==> src/hw/gpio_bus_pkg.sv <==
// apb bus widths
package gpio_bus_pkg;

  // address bus, covers the 64 byte register window
  localparam int apb_addr_width = 6;

  // data bus, one register per word
  localparam int apb_data_width = 16;

  // pending pin number reported with irq
  localparam int pin_index_width = 4; // log2 of the pin count

  // read data and pin count share a width here, the register map
  // packs one bit per pin into each data word
  // the index width has to cover every pin, 2**4 = 16

  // byte addresses on a 16 bit bus, low two bits stay zero on every
  // mapped register

  // nothing else on this bus, no pready and no pslverr
  // every transfer is a setup cycle then an access cycle

endpackage

==> src/hw/gpio_reg_pkg.sv <==
// gpio register map
package gpio_reg_pkg;

  // ----------------------------------------------------------------------
  // block size
  // ----------------------------------------------------------------------
  localparam int gpio_width = 16; // pins in the block

  // ----------------------------------------------------------------------
  // register addresses, byte offsets on the apb address bus
  // ----------------------------------------------------------------------
  localparam logic [gpio_bus_pkg::apb_addr_width-1:0] gpr_direction_mode = 6'h04; // 1 = input
  localparam logic [gpio_bus_pkg::apb_addr_width-1:0] gpr_output_enable  = 6'h08; // oe control
  localparam logic [gpio_bus_pkg::apb_addr_width-1:0] gpr_output_value   = 6'h0C; // pin drive
  localparam logic [gpio_bus_pkg::apb_addr_width-1:0] gpr_input_value    = 6'h10; // read only
  localparam logic [gpio_bus_pkg::apb_addr_width-1:0] gpr_int_status     = 6'h20; // read clears

  // ----------------------------------------------------------------------
  // reset values
  // ----------------------------------------------------------------------
  // all pins come up as outputs with the driver off
  localparam logic [gpio_width-1:0] gprv_direction_mode = 16'h0000; // output mode

  localparam logic [gpio_width-1:0] gprv_output_enable  = 16'h0000; // drivers off

  localparam logic [gpio_width-1:0] gprv_output_value   = 16'h0000; // drive low once enabled

  // sampled side starts empty
  localparam logic [gpio_width-1:0] gprv_input_value    = 16'h0000; // nothing sampled yet

  localparam logic [gpio_width-1:0] gprv_int_status     = 16'h0000; // no pending edges

  // note: gpr_input_value is also the fallback for unmapped reads

endpackage

==> src/hw/gpio_apb_decode.sv <==
// apb slave front end
`timescale 1ns/1ns

module gpio_apb_decode
(
  // apb slave side
  input  logic                                    psel,    // slave select
  input  logic                                    penable, // access phase
  input  logic                                    pwrite,  // 1 = write
  input  logic [gpio_bus_pkg::apb_addr_width-1:0] paddr,   // byte address
  input  logic [gpio_bus_pkg::apb_data_width-1:0] pwdata,  // write data
  output logic [gpio_bus_pkg::apb_data_width-1:0] prdata,  // read data

  // register side
  input  logic [gpio_bus_pkg::apb_data_width-1:0] rdata,   // registered read data
  output logic                                    read,    // setup cycle strobe
  output logic                                    write,   // access cycle strobe
  output logic [gpio_bus_pkg::apb_addr_width-1:0] addr,
  output logic [gpio_bus_pkg::apb_data_width-1:0] wdata
);

  import gpio_bus_pkg::*;

  logic setup_phase;  // psel high, penable not yet
  logic access_phase; // second cycle of the transfer

  // ----------------------------------------------------------------------
  // phase decode
  // ----------------------------------------------------------------------
  assign setup_phase  = psel & ~penable;
  assign access_phase = psel & penable;

  // read fires early so the subunit has data registered for the access cycle
  assign read  = setup_phase & ~pwrite;
  assign write = access_phase & pwrite;   // register updates on this edge

  // address and data are stable across both phases
  assign addr  = paddr;
  assign wdata = pwdata;

  // ----------------------------------------------------------------------
  // read data return
  // ----------------------------------------------------------------------
  // only during a read access, idle cycles see zero
  assign prdata = (access_phase & ~pwrite) ? rdata : {apb_data_width{1'b0}};

endmodule

==> src/hw/gpio_irq_combine.sv <==
// gpio interrupt combiner
`timescale 1ns/1ns

module gpio_irq_combine
(
  input  logic                                     pclk17,
  input  logic                                     n_reset17, // async, active low
  input  logic [gpio_reg_pkg::gpio_width-1:0]      interrupt, // status vector
  output logic                                     irq,       // any bit pending
  output logic [gpio_bus_pkg::pin_index_width-1:0] irq_pin    // lowest pending pin
);

  import gpio_bus_pkg::*;

  logic                       irq_next;
  logic [pin_index_width-1:0] pin_next;

  // ----------------------------------------------------------------------
  // priority encode, lowest pin first
  // ----------------------------------------------------------------------
  always_comb
  begin
    irq_next = |interrupt;
    pin_next = '0;                        // zero when nothing pending
    // walk down so the lowest set bit is the last one written
    for (int i = $bits(interrupt) - 1; i >= 0; i--)
    begin
      if (interrupt[i])
        pin_next = pin_index_width'(i);
    end
  end

  // ----------------------------------------------------------------------
  // output register, one cycle behind the status
  // ----------------------------------------------------------------------
  always_ff @(posedge pclk17 or negedge n_reset17)
  begin
    if (!n_reset17)
    begin
      irq     <= 1'b0;
      irq_pin <= '0;
    end
    else
    begin
      irq     <= irq_next;
      irq_pin <= pin_next;                // held stable with irq
    end
  end

endmodule

==> src/hw/gpio_lite_subunit.sv <==
// gpio register subunit
`timescale 1ns/1ns

module gpio_lite_subunit
(
  input  logic                                    n_reset17,        // async, active low
  input  logic                                    pclk17,

  // register access strobes from the front end
  input  logic                                    read,             // setup cycle read
  input  logic                                    write,            // access cycle write
  input  logic [gpio_bus_pkg::apb_addr_width-1:0] addr,
  input  logic [gpio_bus_pkg::apb_data_width-1:0] wdata,

  // pins
  input  logic [gpio_reg_pkg::gpio_width-1:0]     pin_in,           // raw, asynchronous
  input  logic [gpio_reg_pkg::gpio_width-1:0]     tri_state_enable, // dft, forces z

  output logic [gpio_reg_pkg::gpio_width-1:0]     interrupt,        // status vector
  output logic [gpio_bus_pkg::apb_data_width-1:0] rdata,            // registered read data
  output logic [gpio_reg_pkg::gpio_width-1:0]     pin_oe_n,         // low = driving
  output logic [gpio_reg_pkg::gpio_width-1:0]     pin_out
);

  import gpio_bus_pkg::*;
  import gpio_reg_pkg::*;

  // software visible registers
  logic [gpio_width-1:0] direction_mode; // 1 = input, 0 = output
  logic [gpio_width-1:0] output_enable;
  logic [gpio_width-1:0] output_value;
  logic [gpio_width-1:0] input_value;    // synchronised pins
  logic [gpio_width-1:0] int_status;     // sticky rising edges

  // synchroniser
  logic [gpio_width-1:0] s_synch_two;    // first stage, at the pin
  logic [gpio_width-1:0] s_synch;        // second stage

  // edge detect
  logic [gpio_width-1:0] int_event;      // rising edge on any pin
  logic [gpio_width-1:0] int_trigger;    // edge on an input pin
  logic                  status_clear;   // read of the status register

  // address decodes
  logic ad_direction_mode;
  logic ad_output_enable;
  logic ad_output_value;
  logic ad_int_status;

  assign ad_direction_mode = (addr == gpr_direction_mode);
  assign ad_output_enable  = (addr == gpr_output_enable);
  assign ad_output_value   = (addr == gpr_output_value);
  assign ad_int_status     = (addr == gpr_int_status);

  // ----------------------------------------------------------------------
  // read-write registers
  // ----------------------------------------------------------------------
  always_ff @(posedge pclk17 or negedge n_reset17)
  begin
    if (!n_reset17)
    begin
      direction_mode <= gprv_direction_mode;
      output_enable  <= gprv_output_enable;
      output_value   <= gprv_output_value;
    end
    else if (write)
    begin
      if (ad_direction_mode)
        direction_mode <= wdata;
      if (ad_output_enable)
        output_enable <= wdata;
      if (ad_output_value)
        output_value <= wdata;          // reaches the pins straight away
    end
  end

  // ----------------------------------------------------------------------
  // input synchroniser
  // ----------------------------------------------------------------------
  // pin -> stage one -> stage two -> input register, three edges
  always_ff @(posedge pclk17 or negedge n_reset17)
  begin
    if (!n_reset17)
    begin
      s_synch_two <= '0;
      s_synch     <= '0;
      input_value <= gprv_input_value;
    end
    else
    begin
      s_synch_two <= pin_in;
      s_synch     <= s_synch_two;
      input_value <= s_synch;
    end
  end

  // ----------------------------------------------------------------------
  // edge interrupts
  // ----------------------------------------------------------------------
  // new 1 in stage two while the input register still holds 0
  assign int_event    = s_synch & ~input_value;
  assign int_trigger  = int_event & direction_mode; // inputs only
  assign status_clear = read & ad_int_status;

  // a trigger on the clearing edge survives
  always_ff @(posedge pclk17 or negedge n_reset17)
  begin
    if (!n_reset17)
      int_status <= gprv_int_status;
    else
      int_status <= (int_status & ~{gpio_width{status_clear}}) | int_trigger;
  end

  assign interrupt = int_status;

  // ----------------------------------------------------------------------
  // read data
  // ----------------------------------------------------------------------
  // taken in the setup cycle, valid through the access cycle
  always_ff @(posedge pclk17 or negedge n_reset17)
  begin
    if (!n_reset17)
      rdata <= '0;
    else if (read)
    begin
      case (addr)
        gpr_direction_mode: rdata <= direction_mode;
        gpr_output_enable:  rdata <= output_enable;
        gpr_output_value:   rdata <= output_value;
        gpr_int_status:     rdata <= int_status;  // value before the clear
        default:            rdata <= input_value; // input register and unmapped
      endcase
    end
    else
      rdata <= {apb_data_width{1'b0}};            // no read, keep zero
  end

  // ----------------------------------------------------------------------
  // pin drive
  // ----------------------------------------------------------------------
  assign pin_out  = output_value;
  // drive only enabled outputs, dft override wins
  assign pin_oe_n = ~(output_enable & ~direction_mode) | tri_state_enable;

endmodule

==> src/hw/gpio_lite_top.sv <==
// apb gpio top level
`timescale 1ns/1ns

module gpio_lite_top
(
  input  logic                                     pclk17,
  input  logic                                     n_reset17,        // async, active low

  // apb
  input  logic                                     psel,
  input  logic                                     penable,
  input  logic                                     pwrite,
  input  logic [gpio_bus_pkg::apb_addr_width-1:0]  paddr,
  input  logic [gpio_bus_pkg::apb_data_width-1:0]  pwdata,
  output logic [gpio_bus_pkg::apb_data_width-1:0]  prdata,

  // pins
  input  logic [gpio_reg_pkg::gpio_width-1:0]      pin_in,
  input  logic [gpio_reg_pkg::gpio_width-1:0]      tri_state_enable, // dft override
  output logic [gpio_reg_pkg::gpio_width-1:0]      pin_out,
  output logic [gpio_reg_pkg::gpio_width-1:0]      pin_oe_n,

  // interrupt
  output logic                                     irq,
  output logic [gpio_bus_pkg::pin_index_width-1:0] irq_pin
);

  import gpio_bus_pkg::*;
  import gpio_reg_pkg::*;

  logic                      read;       // front end -> subunit
  logic                      write;
  logic [apb_addr_width-1:0] addr;
  logic [apb_data_width-1:0] wdata;
  logic [apb_data_width-1:0] rdata;      // subunit -> front end
  logic [gpio_width-1:0]     interrupt;  // subunit -> combiner

  gpio_apb_decode i_decode
  (
    .psel    (psel),
    .penable (penable),
    .pwrite  (pwrite),
    .paddr   (paddr),
    .pwdata  (pwdata),
    .rdata   (rdata),
    .read    (read),
    .write   (write),
    .addr    (addr),
    .wdata   (wdata),
    .prdata  (prdata)
  );

  gpio_lite_subunit i_subunit
  (
    .n_reset17        (n_reset17),
    .pclk17           (pclk17),
    .read             (read),
    .write            (write),
    .addr             (addr),
    .wdata            (wdata),
    .pin_in           (pin_in),
    .tri_state_enable (tri_state_enable),
    .interrupt        (interrupt),
    .rdata            (rdata),
    .pin_oe_n         (pin_oe_n),
    .pin_out          (pin_out)
  );

  gpio_irq_combine i_irq
  (
    .pclk17    (pclk17),
    .n_reset17 (n_reset17),
    .interrupt (interrupt),
    .irq       (irq),
    .irq_pin   (irq_pin)
  );

endmodule

==> config.mk <==
export PLATFORM = sky130hd
export DESIGN_NAME = gpio_lite_top
export DESIGN_NICKNAME = d
export VERILOG_FILES = /design/src/hw/gpio_bus_pkg.sv /design/src/hw/gpio_reg_pkg.sv /design/src/hw/gpio_apb_decode.sv /design/src/hw/gpio_irq_combine.sv /design/src/hw/gpio_lite_subunit.sv /design/src/hw/gpio_lite_top.sv
export SDC_FILE = /design/constraint.sdc
export NUM_CORES = 1
export LEC_CHECK = 0
export BUFFER_PORTS_ARGS = -buffer_cell sky130_fd_sc_hd__buf_2
export CORE_AREA = 2 2 122 124
export DETAILED_ROUTE_END_ITERATION = 12
export DIE_AREA = 0 0 124 126
export PLACE_DENSITY = 0.73
export SYNTH_ARGS = -nofsm -noshare
export SYNTH_HDL_FRONTEND = slang
export SYNTH_HIERARCHICAL = 1
export SYNTH_SLANG_ARGS = --single-unit
export TNS_END_PERCENT = 5
==> constraint.sdc <==
create_clock -name pclk17 -period 1.5 [get_ports pclk17]
set_input_delay 0 -clock pclk17 [delete_from_list [all_inputs] [get_ports pclk17]]
set_output_delay 0 -clock pclk17 [all_outputs]
set_load 0.03 [all_outputs]
==> results.txt, run 1 <==
* Proportion of synthesized chip area in sequential cells: 59.0%
- The synthesized design contains 0 enable-type register cells.
* Endpoint kind of the worst setup timing path: primary output
* Reported max-cap violation count: 0
* Worst relative slew slack: 67.7%
- Endpoint of the worst register-to-register path: i_irq/irq
- With fillers left out, the area of the finished cells amounts to 7310 um2.
- Summing over every cut layer, the via total after detailed routing is 3,978.
- Number of H-tree branching levels: 4
- Effective utilization at floorplan: 39.4%
- Overflow left after global routing: 0
* Ranking of synthesized cells by instance count: 133 x dfrtp_1, 37 x nand2_1, 34 x mux2_2, 30 x mux2_4, 23 x buf_4
* Die ar.: 15,600 um2
* Count of input and output buffers: 111
- The clock net in this run drives a total of 133 sinks.
- Post-route clock skew: 0.00833 ns
* Buffer depth of the longest clock path: 2
- Using the TritonRoute via totals, the vias-per-cell ratio works out to 5.15.
* TritonCTS clock tree: built
* Data required time at the worst endpoint: 1.50 ns
- In this run the register-to-register setup slack is 0.24 ns.
- Boundary pin count: 112
- After synthesis, the mean cell area works out to 13.2 um2.
- The routed design has 13,900 um of wire.
- Number of standard cells after synthesis: 429
- Last weighted congestion value of the routability-driven placer: 0.836
- Lkg Pwr: 3.69 nW
- Counting cells, the worst reg-to-reg path comes to 3.
- Number of distinct standard cells referenced by the synthesized netlist: 36
* Diode count: 0
- Setup repair after global routing missed its margin: false
- The floorplan has 44 rows.
* DIE HEIGHT: 126 um
- In the final routed layout, each cell accounts on average for 18.0 um.
* Ratio of final minimum period to clock period: 95.6%
* Maximum frequency from static timing analysis: 697 MHz
- Final Hold Vio Count: 0
- The worst register-to-register path begins at i_subunit/interrupt[11].
- Slew Limit Fails: 0
* Number of global-route vias before repair: 4,318
- For this block, the initial DRC count from the detailed router was 288.
* Number of nets in the final layout: 635
- Including well taps, the total number of placed cells is 707.
* Clock Latency Late Sink: 0.42 ns
* Area Overhead vs Synth: 29.5%
- The flow ran to the end, and the final reports show no timing, DRC or antenna violations.
- Entering global routing, the biggest net connects 50 pins.
* Sum of net half-perimeters after detailed placement: 9760 um
- In this run the remaining antenna-violating nets after routing total 0.
* Number of iterations in the first detailed-routing pass: 6
- The mapped netlist covers 5640 um2.
- GRT Total Usage: 19.0%
- Clock-pin slew was measured on the worst setup and hold paths at 0.06 ns.
- The number of antenna violations at the first check in global routing came to 0.
- Synth async-reset ratio: 100%
- WS Path Type: reg2out
- At the pin with the least slew margin, the transition time is 0.485 ns.
- In the synthesized netlist the dominant register cell turns out to be dfrtp_1.
- Most frequent cell after synthesis: dfrtp_1
- Synthesized Nets: 488
* First-pass GRT wire length: 22,300 um
- Clock buffer count from CTS: 17
- For this run, design rule violations remaining after detail routing come to 0.
- Critical path peak fanout: 2
- The tightest min-delay check is of the in2async type.
- Setup violations remaining at the end of the flow were counted as 0.
- Crit path launch type: register
- The floorplan step defined a core boundary enclosing 14,300 um2.
- Worst vdd ir: 847 uV
* Flip-flop and latch count after synthesis: 133
- Cell Area, Placed: 6380 um2
- The die is 124 um wide.
- Filler cells: 1,206
* Main area contributors after synthesis: dfrtp_1 59%, mux2_4 8.0%, mux2_2 6.8%
- Data arrives at the worst endpoint at 1.43 ns.
* Clock root buffer: clkbuf_16
* Power density over the cells: 1280 nW/um2
- Of all cell types, the one taking the most synthesized area is dfrtp_1.
- In this run the biggest area consumer among cell types represents 59.0% of the synthesized area.
* Warning count from the yosys run: 6
- After the flow finishes, the layout carries non-filler instances totaling 773.
- Layout cell share with drive strength beyond 1: 41.1%
- The worst path needs 1.43 ns of the cycle, external delays included.
[layout make-up]
type | count | area [um2] | share of cell area, %
well taps | 184 | 230 | 3.15
flip-flops and latches | 133 | 3330 | 45.5
clock inverters | 13 | 133 | 1.81
repair buffers | 170 | 1150 | 15.8
multi-input cells | 236 | 1940 | 26.6
inverters | 18 | 67.6 | 0.924
clock buffers | 19 | 453 | 6.20
[per-stage QoR]
stage                     setup TNS (ns)  hold WS (ns)  total power [W]  utilization [%]  worst slack, ns
after floorplan                        0        -0.296          0.00486                -            0.123
after global placement                 0       -0.0384          0.00526             44.6           0.0136
after detailed placement           -2.17       -0.0274          0.00532             44.6          -0.0678
after CTS                              0        0.0964          0.00944             51.1           0.0516
after global routing                   0         0.142          0.00974             51.1           0.0121
final                                  0        0.0915          0.00937             51.1           0.0659
[worst max path at each step]
stage	start	end	slack (ns)
after global placement	paddr[4]	i_subunit/output_enable[7]	0.01
after detailed placement	paddr[4]	i_subunit/pin_out[8]	-0.07
after CTS	i_subunit/direction_mode[15]	pin_oe_n[15]	0.05
after floorplan	paddr[4]	i_subunit/output_enable[10]	0.12
after global routing	i_subunit/direction_mode[15]	pin_oe_n[15]	0.01
final	i_subunit/direction_mode[15]	pin_oe_n[15]	0.07
[layer usage]
layer | up-vias | wire (um) | global-route usage (%)
met4 | 0 | 332 | 7.34
met5 | - | 0 | 0
met1 | 1993 | 5600 | 23.4
met2 | 145 | 7100 | 31.0
li1 | 1813 | - | -
met3 | 27 | 874 | 5.93
[repair_timing]
item | in CTS | in global routing
endpoints found under the hold margin | 197 | 0
hold buffers | 33 | 0
setup endpoints to repair | 1 | 0
gates resized for setup | 1 | 0
buffers inserted | 1 | 0
[worst max-delay path, cell delays in order, from the launching register on]
cell,delay (ns)
dfrtp_1,0.37
or3b_2,0.46
buf_4,0.18
[where the power goes]
| group | internal, W | switching (W) |
|---|---|---|
| Sequential | 0.00389 | 0.000285 |
| Combinational | 0.000539 | 0.000614 |
| Clock | 0.00252 | 0.00152 |
| Total | 0.00695 | 0.00242 |
[registers in the layout, summed over array words and instances, names as in the netlist]
register / count
i_subunit/direction_mode: 16
i_subunit/s_synch: 16
i_irq/irq_pin: 4
i_irq/irq: 1
i_subunit/rdata: 16
i_subunit/pin_out: 16
i_subunit/input_value: 16
i_subunit/interrupt: 16
i_subunit/output_enable: 16
i_subunit/s_synch_two: 16
[logic make-up after synthesis]
kind of cell	after synthesis	synth area share, %
multiplexers	64	14.8
AND/OR/NAND/NOR	97	10.4
AO/OA/AOI/OAI	75	9.29
flip-flops	133	59.0
buffers and inverters	60	6.58
[cells in the final DEF (no fill, tap or decap), types with 2 or more instances in the layout]
master | Yosys | layout
inv_1 | 18 | 18
a31oi_1 | 17 | 17
a21oi_1 | 4 | 4
and3_1 | 4 | 4
clkbuf_8 | 0 | 2
bufinv_16 | 0 | 2
and4b_1 | 15 | 15
clkbuf_16 | 0 | 17
clkinv_4 | 0 | 4
buf_4 | 23 | 22
nor2_1 | 22 | 22
dlygate4sd3_1 | 0 | 33
nor3_1 | 4 | 4
o21ai_0 | 19 | 19
mux2_2 | 34 | 34
a32o_1 | 15 | 15
mux2_4 | 30 | 30
nand2_1 | 37 | 37
dfrtp_1 | 133 | 133
nor4_2 | 2 | 2
a22oi_1 | 16 | 16
buf_2 | 6 | 109
clkinv_2 | 0 | 6
buf_12 | 0 | 5
(Power assumes the default switching activity.)
==> run 2: changes to the inputs <==
--- a/config.mk
+++ b/config.mk
@@ -9,7 +9,9 @@
 export CORE_AREA = 2 2 122 124
 export DETAILED_ROUTE_END_ITERATION = 12
 export DIE_AREA = 0 0 124 126
+export GPL_TIMING_DRIVEN = 0
 export PLACE_DENSITY = 0.73
+export SKIP_LAST_GASP = 1
 export SYNTH_ARGS = -nofsm -noshare
 export SYNTH_HDL_FRONTEND = slang
 export SYNTH_HIERARCHICAL = 1
==> results.txt, run 2 (synthesized netlist as in run 1, its figures left out) <==
- GRT Total Usage: 18.6% (-0.34 points)
- Most frequent standard cell in the layout excluding fill and tap cells: dfrtp_1
- DR vias: 3,982 (+0.10%)
- The area of the multi-input gates came to 1940 um2 (unchanged).
- Endpoint of the worst register-to-register path: i_irq/irq
- The number of I/O port buffers came to 89 (-20%).
- Power density over the cells: 1340 nW/um2 (+4.5%)
- Clock transition time at the flip-flop clock pins of the worst setup and hold paths: 0.06 ns (about the same)
- Boundary pin count: 112 (unchanged)
- DIE HEIGHT: 126 um (unchanged)
- STA classifies the critical path startpoint as a register.
- TritonCTS built the clock tree.
* First-pass GRT wire length: 21,700 um (-2.7%)
- Sum of net half-perimeters after detailed placement: 9270 um (-5.1%)
- Clock root buffer: clkbuf_16
* Fin crit period: 1.42 ns (-0.0161 ns)
* WS Path Type: reg2out
* Effective utilization at floorplan: 39.4% (unchanged)
- The remaining routing DRC violations came to 0 (unchanged).
- Number of iterations in the first detailed-routing pass: 4 (-2)
- The number of antenna violations at the first check in global routing came to 0 (unchanged).
* Routed length per placed instance: 18.0 um (+0.17%)
- Clock buffer count from CTS: 17 (unchanged)
* Status: completed
- Data arrival time of the worst path: 1.42 ns (about the same)
- The starting DRC count in detailed routing was 274 (-4.9%).
* Die width: 124 um (unchanged)
* Path class of the lowest-slack min-delay path: in2async
* Data required time at the worst endpoint: 1.50 ns (about the same)
- The minimum setup slack among reg-to-reg paths is 0.23 ns (about the same).
* Final critical-path setup slack: 0.0821 ns (+0.0161 ns)
* Setup repair after global routing missed its margin: false
* Sink Count: 133 (unchanged)
- The layout filler cell count came to 1,202 (-0.33%).
- Standard-cell row count: 44 (unchanged)
* Buffer depth of the longest clock path: 2 (unchanged)
- The maximum number of pins on one net before global-route repair was 84 (+68%).
- The overall die area was 15,600 um2 (unchanged).
* Ratio of final minimum period to clock period: 94.5% (-1.1 points)
* Cell Area, Placed: 6350 um2 (-0.45%)
- Lkg Pwr: 3.68 nW (-0.21%)
* Depth of the worst register-to-register path: 3 (unchanged)
- The number of routed nets with antenna violations is 0 (unchanged).
* Last weighted congestion value of the routability-driven placer: 0.858 (+2.7%)
- The core footprint came to 14,300 um2 (unchanged).
* Number of global-route vias before repair: 4,269 (-1.1%)
- The share of final-layout standard cells stronger than drive strength 1 came to 39.5% (-1.6 points).
- Area Overhead vs Synth: 30.4%
- The worst-skew pair later-pin latency came to 0.41 ns (about the same).
* Number of gates resized after cts: 0 (-1)
* Final Hold Vio Count: 0 (unchanged)
- Post-route clock skew: 0.0137 ns (+0.00535 ns)
- The worst setup slack before clock tree synthesis came to -0.232 ns (-0.164 ns).
* Design area: 7360 um2 (+0.68%)
- Leaving out fill and tap cells, the most frequent cells in the layout are 133 x dfrtp_1, 94 x buf_2, 37 x nand2_1.
- The number of nets in the layout was 631 (-0.63%).
- The worst setup path is captured at a primary output.
* Number of H-tree branching levels: 4 (unchanged)
- The number of diodes was 0 (unchanged).
- The highest clock frequency the design can meet was 705 MHz (+1.1%).
- The register cell area after layout came to 3330 um2 (unchanged).
- Critical path peak fanout: 2 (unchanged)
* Overflow left after global routing: 0 (unchanged)
* Worst vdd ir: 774 uV (-8.7%)
- The count of maximum capacitance violations came to 0 (unchanged).
- Slew Limit Fails: 0 (unchanged)
- The final wirelength came to 13,900 um (-0.35%).
- Launch point of the worst reg-to-reg path: i_subunit/interrupt[10]
* Slew at the pin closest to its max-slew limit: 0.555 ns (+0.0700 ns)
- The headroom to the max-slew limit was 63.0% (-4.7 points).
- DR vias/cell: 5.18 (+0.62%)
- The final count of negative-setup-slack endpoints came to 0 (unchanged).
-- run 2: cell types whose count changed in the layout (fill, tap and decap cells not counted), sizes merged --
cell      before  now
buf          137  127
clkbuf        19   27
clkinv        10    3
bufinv         2    5
clkinvlp       1    2
inv           18   19
-- run 2: critical path: stages (launching register included) --
cell,delay [ns]
dfrtp_1,0.37
or3b_2,0.46
buf_2,0.19
-- run 2: metrics by stage --
stage / hold slack [ns] / TNS, ns / util (%) / power (W) / instances
after floorplan: -0.296 / 0 / - / 0.00486 / 429
after global placement: 0.110 / -158.99 / 44.2 / 0.00522 / 702
after detailed placement: -0.0293 / -8.78 / 44.4 / 0.00529 / 703
after CTS: 0.0884 / 0 / 51.4 / 0.00994 / 769
after global routing: 0.142 / 0 / 51.4 / 0.0102 / 769
final: 0.0902 / 0 / 51.4 / 0.00986 / 769
-- run 2: worst max path at each step --
stage / start / endpoint / cells after the start
6_report: i_subunit/direction_mode[15] / pin_oe_n[15] / 2
5_1_grt: i_subunit/direction_mode[15] / pin_oe_n[15] / 2
4_1_cts: i_subunit/direction_mode[15] / pin_oe_n[15] / 2
3_5_place_dp: psel / i_subunit/interrupt[9] / 6
3_3_place_gp: n_reset17 / i_subunit/rdata[3] / 1
2_1_floorplan: paddr[4] / i_subunit/output_enable[10] / 7
-- run 2: power by group --
group          internal (W)  switching [W]
clock network       0.00309        0.00147
logic              0.000528       0.000596
registers           0.00389       0.000294
-- run 2: what timing repair did --
| item | 4_1_cts | 5_1_grt |
|---|---|---|
| hold endpoints to repair | 183 | 0 |
| endpoints found under the setup margin | 1 | 0 |
| setup buffers | 1 | 0 |
| hold buffers | 33 | 0 |
-- run 2: layout make-up --
class	count	area share (%)
plain buffers	42	4.13
clock buffers	21	6.39
clock inverters	11	2.67
inverters	18	0.918
multi-input cells	236	26.4
flip-flops and latches	133	45.2
well taps	184	3.13
repair buffers	124	11.1
-- run 2: layer usage --
| metal | share of wire (%) | global-route usage (%) | wire length [um] |
|---|---|---|---|
| met1 | 40 | 22.7 | 5600 |
| met2 | 52 | 31.7 | 7220 |
| met3 | 6.0 | 4.89 | 837 |
| met4 | 1.4 | 6.68 | 196 |
| met5 | 0 | 0 | 0 |
==> run 3: changes to the inputs <==
--- a/config.mk
+++ b/config.mk
@@ -5,12 +5,13 @@
 export SDC_FILE = /design/constraint.sdc
 export NUM_CORES = 1
 export LEC_CHECK = 0
+export ABC_AREA = 1
 export BUFFER_PORTS_ARGS = -buffer_cell sky130_fd_sc_hd__buf_2
-export CORE_AREA = 2 2 122 124
+export CORE_AREA = 2 2 118 120
 export DETAILED_ROUTE_END_ITERATION = 12
-export DIE_AREA = 0 0 124 126
+export DIE_AREA = 0 0 120 122
 export GPL_TIMING_DRIVEN = 0
-export PLACE_DENSITY = 0.73
+export PLACE_DENSITY = 0.78
 export SKIP_LAST_GASP = 1
 export SYNTH_ARGS = -nofsm -noshare
 export SYNTH_HDL_FRONTEND = slang
==> results.txt, run 3 <==
- Critical path's most frequent cell: nand3_1
- The worst setup slack before clock tree synthesis was -0.107 ns (+0.124 ns).
- Launch point of the worst reg-to-reg path: i_subunit/interrupt[15]
- The final RePlAce weighted congestion was 0.876 (+2.0%).
- Final setup fails: 0 (unchanged)
* Sum of net half-perimeters after detailed placement: 11,100 um (+20%)
- Die width: 120 um (-3.2%)
- Ratio of final minimum period to clock period: 86.2% (-8.3 points)
- Sink Count: 133 (unchanged)
- Placeable core region: 13,500 um2 (-5.7%)
* Clock transition time at the flip-flop clock pins of the worst setup and hold paths: 0.06 ns (about the same)
- Count of input and output buffers: 89 (unchanged)
- For this design, the slowest cell found on the critical path is dfrtp_1.
- The leakage power is 3.56 nW (-3.4%).
- Depth of the worst register-to-register path: 7 (+4)
- Commonest cells after routing, fill and taps aside: 133 x dfrtp_1, 103 x nand2_1, 101 x buf_2
- Path class of the lowest-slack min-delay path: in2reg
* Worst relative slew slack: 59.8% (-3.2 points)
- The starting DRC count in detailed routing is 472 (+72%).
- The number of standard cells after synthesis came to 650 (+52%).
- The post-synthesis average cell area was 9.15 um2 (-30%).
- The starting density of the core came to 44.1% (+4.6 points).
- Hold WS: 0.0188 ns (-0.0714 ns)
* Area Overhead vs Synth: 28.7%
* Final critical-path setup slack: 0.207 ns (+0.125 ns)
- Crit path launch type: register
- The peak ir drop on the vdd network was 787 uV (+1.7%).
- Reported max-cap violation count: 0 (unchanged)
* Synthesized Nets: 709 (+45%)
* Proportion of synthesized chip area in sequential cells: 55.9% (-3.0 points)
- Leaving out fill and tap cells, the most frequent cell in the layout is dfrtp_1.
- Boundary pin count: 112 (unchanged)
- Setup repair after global routing left no endpoint under its margin.
- STA classifies the critical path endpoint as a register.
- The area share of the largest cell type after synthesis is 55.9% (-3.0 points).
- The number of enable flip-flop cells after synthesis came to 0 (unchanged).
- The async set or reset register ratio after synthesis came to 100% (unchanged).
- The combined global-route utilization of all metal layers came to 22.6% (+3.9 points).
* WS Path Type: reg2reg
- Number of global-route vias before repair: 4,918 (+15%)
- The critical path goes through or2_1, nand3_1, nand3_1, nand3_1, nand3_1, a21oi_1, nor3_1.
- DR vias: 4,980 (+25%)
- The count of distinct cell types in the synthesized netlist came to 29 (-19%).
- The number of failing hold endpoints at the final stage was 0 (unchanged).
- Number of nets in the final layout: 851 (+35%)
- The minimum setup slack among reg-to-reg paths is 0.21 ns (-0.02 ns).
- dfrtp_1 is the most common cell in the netlist.
- Clock root buffer: clkbuf_16
- Maximum number of pins on one net before global-route repair: 79 (-6.0%)
- The number of routed nets with antenna violations was 0 (unchanged).
- The highest clock frequency the design can meet came to 773 MHz (+9.6%).
- The required time at the endpoint of the critical path was 1.79 ns (+0.29 ns).
- Largest area contributor in the netlist: dfrtp_1
* Layout cell share with drive strength beyond 1: 28.1% (-11 points)
- The hold buffer count at CTS was 33 (unchanged).
* Number of H-tree branching levels: 4 (unchanged)
- Ranked by instance count, the synthesized netlist is headed by 133 x dfrtp_1, 103 x nand2_1, 68 x inv_1, 67 x nor2_1.
- Slew at the pin closest to its max-slew limit: 0.601 ns (+0.0454 ns)
- The overall die area came to 14,600 um2 (-6.3%).
- The total iterations of the first detailed-routing run is 6 (+2).
* Standard-cell row count: 43 (-2.3%)
* Flip-flop and latch count after synthesis: 133 (unchanged)
- In this run the worst setup path begins at i_subunit/interrupt[15].
- Overflow left after global routing: 0 (unchanged)
* Flip-flop cell with the highest count after synthesis: dfrtp_1
- The worst register-to-register path ends at i_irq/irq_pin[1].
- Fin crit period: 1.29 ns (-0.125 ns)
* Initial antenna violation count: 0 (unchanged)
* Data arrival time of the worst path: 1.59 ns (+0.17 ns)
- The flow ran to the end, and the final reports show no timing, DRC or antenna violations.
- The clock tree skew after final layout was 0.00717 ns (-0.00651 ns).
* Detailed Route WL: 15,600 um (+13%)
* Post-layout power: 0.00938 W (-4.9%)
* Hold depth: 5
- The biggest fanout along the worst timing path came to 4 (+2).
* Post-detailed-route DRC marker count: 0 (unchanged)
- The fraction of the core area covered by cells at the end of the flow came to 56.7% (+5.3 points).
- The number of buffers created by CTS is 17 (unchanged).
- The cell area after synthesis was 5950 um2 (+5.4%).
* Number of gates resized after cts: 0 (unchanged)
* Routed length per placed instance: 15.8 um (-12%)
- The number of buffers on the longest clock path was 2 (unchanged).
- The worst-skew pair later-pin latency is 0.42 ns (about the same).
- The largest incremental delay on the critical path came to 0.44 ns (-0.02 ns).
* TritonCTS clock tree: built
- Sorting the synthesized cells by area gives the leading types as dfrtp_1 56%, nand2_1 6.5%, nand4_1 5.4%.
- The total setup buffers inserted after CTS came to 0 (-1).
* Diode count: 0 (unchanged)
* Slew Limit Fails: 0 (unchanged)
* First-pass GRT wire length: 25,500 um (+17%)
- DIE HEIGHT: 122 um (-3.2%)
- The power per standard cell area was 1230 nW/um2 (-8.6%).
- The Yosys warning count came to 6 (unchanged).
- Critical Path Sink: i_irq/irq_pin[1]
* DR vias/cell: 5.06 (-2.4%)
## run 3: metal layers
metal / global-route usage [%] / wire length [um]
met5: 0 / 0
met2: 36.3 / 7380
met3: 5.38 / 1160
met1: 29.7 / 6570
met4: 8.68 / 470
## run 3: report_power, final
group	total (W)	switching, W	internal [W]
combinational	0.000782	0.000491	0.000291
sequential	0.00392	0.000148	0.00377
clock	0.00468	0.00153	0.00316
total	0.00938	0.00217	0.00722
## run 3: kinds of logic after synthesis
logic type / synth area share (%)
AOI/OAI and AO/OA: 9.02
buffers and inverters: 10.6
DFF: 55.9
and+or+nand+nor: 24.4
## run 3: critical path, delay by kind of cell, from the launching register on
family	cells	cell delay, ns
and+or+nand+nor	6	0.60
DFF	1	0.44
AOI/OAI and AO/OA	1	0.13
## run 3: final cells by class
type / instances / area (um2)
Clock inverter: 13 / 229
Inverter: 78 / 293
Sequential cell: 133 / 3330
Fill cell: 1160 / 5850
Clock buffer: 19 / 443
Tap cell: 180 / 225
Timing Repair Buffer: 123 / 810
Buffer: 51 / 339
Multi-Input combinational cell: 388 / 1990
## run 3: worst min path at each step
stage / slack [ns] / start / end
2_1_floorplan: -0.30 / n_reset17 / i_irq/irq
3_3_place_gp: 0.11 / pin_in[10] / i_subunit/s_synch_two[10]
3_5_place_dp: -0.01 / n_reset17 / i_subunit/rdata[8]
4_1_cts: 0.01 / paddr[4] / i_subunit/interrupt[3]
5_1_grt: 0.03 / paddr[4] / i_subunit/interrupt[2]
6_report: 0.02 / paddr[4] / i_subunit/interrupt[0]
## run 3: through the flow
stage / instances / TNS (ns) / cell area, um2
finish: 985 / 0 / 7660
floorplan: 650 / 0 / 5950
global route: 985 / 0 / 7660
detailed placement: 920 / -0.927 / 6660
global placement: 919 / -165.50 / 6620
CTS: 985 / 0 / 7660
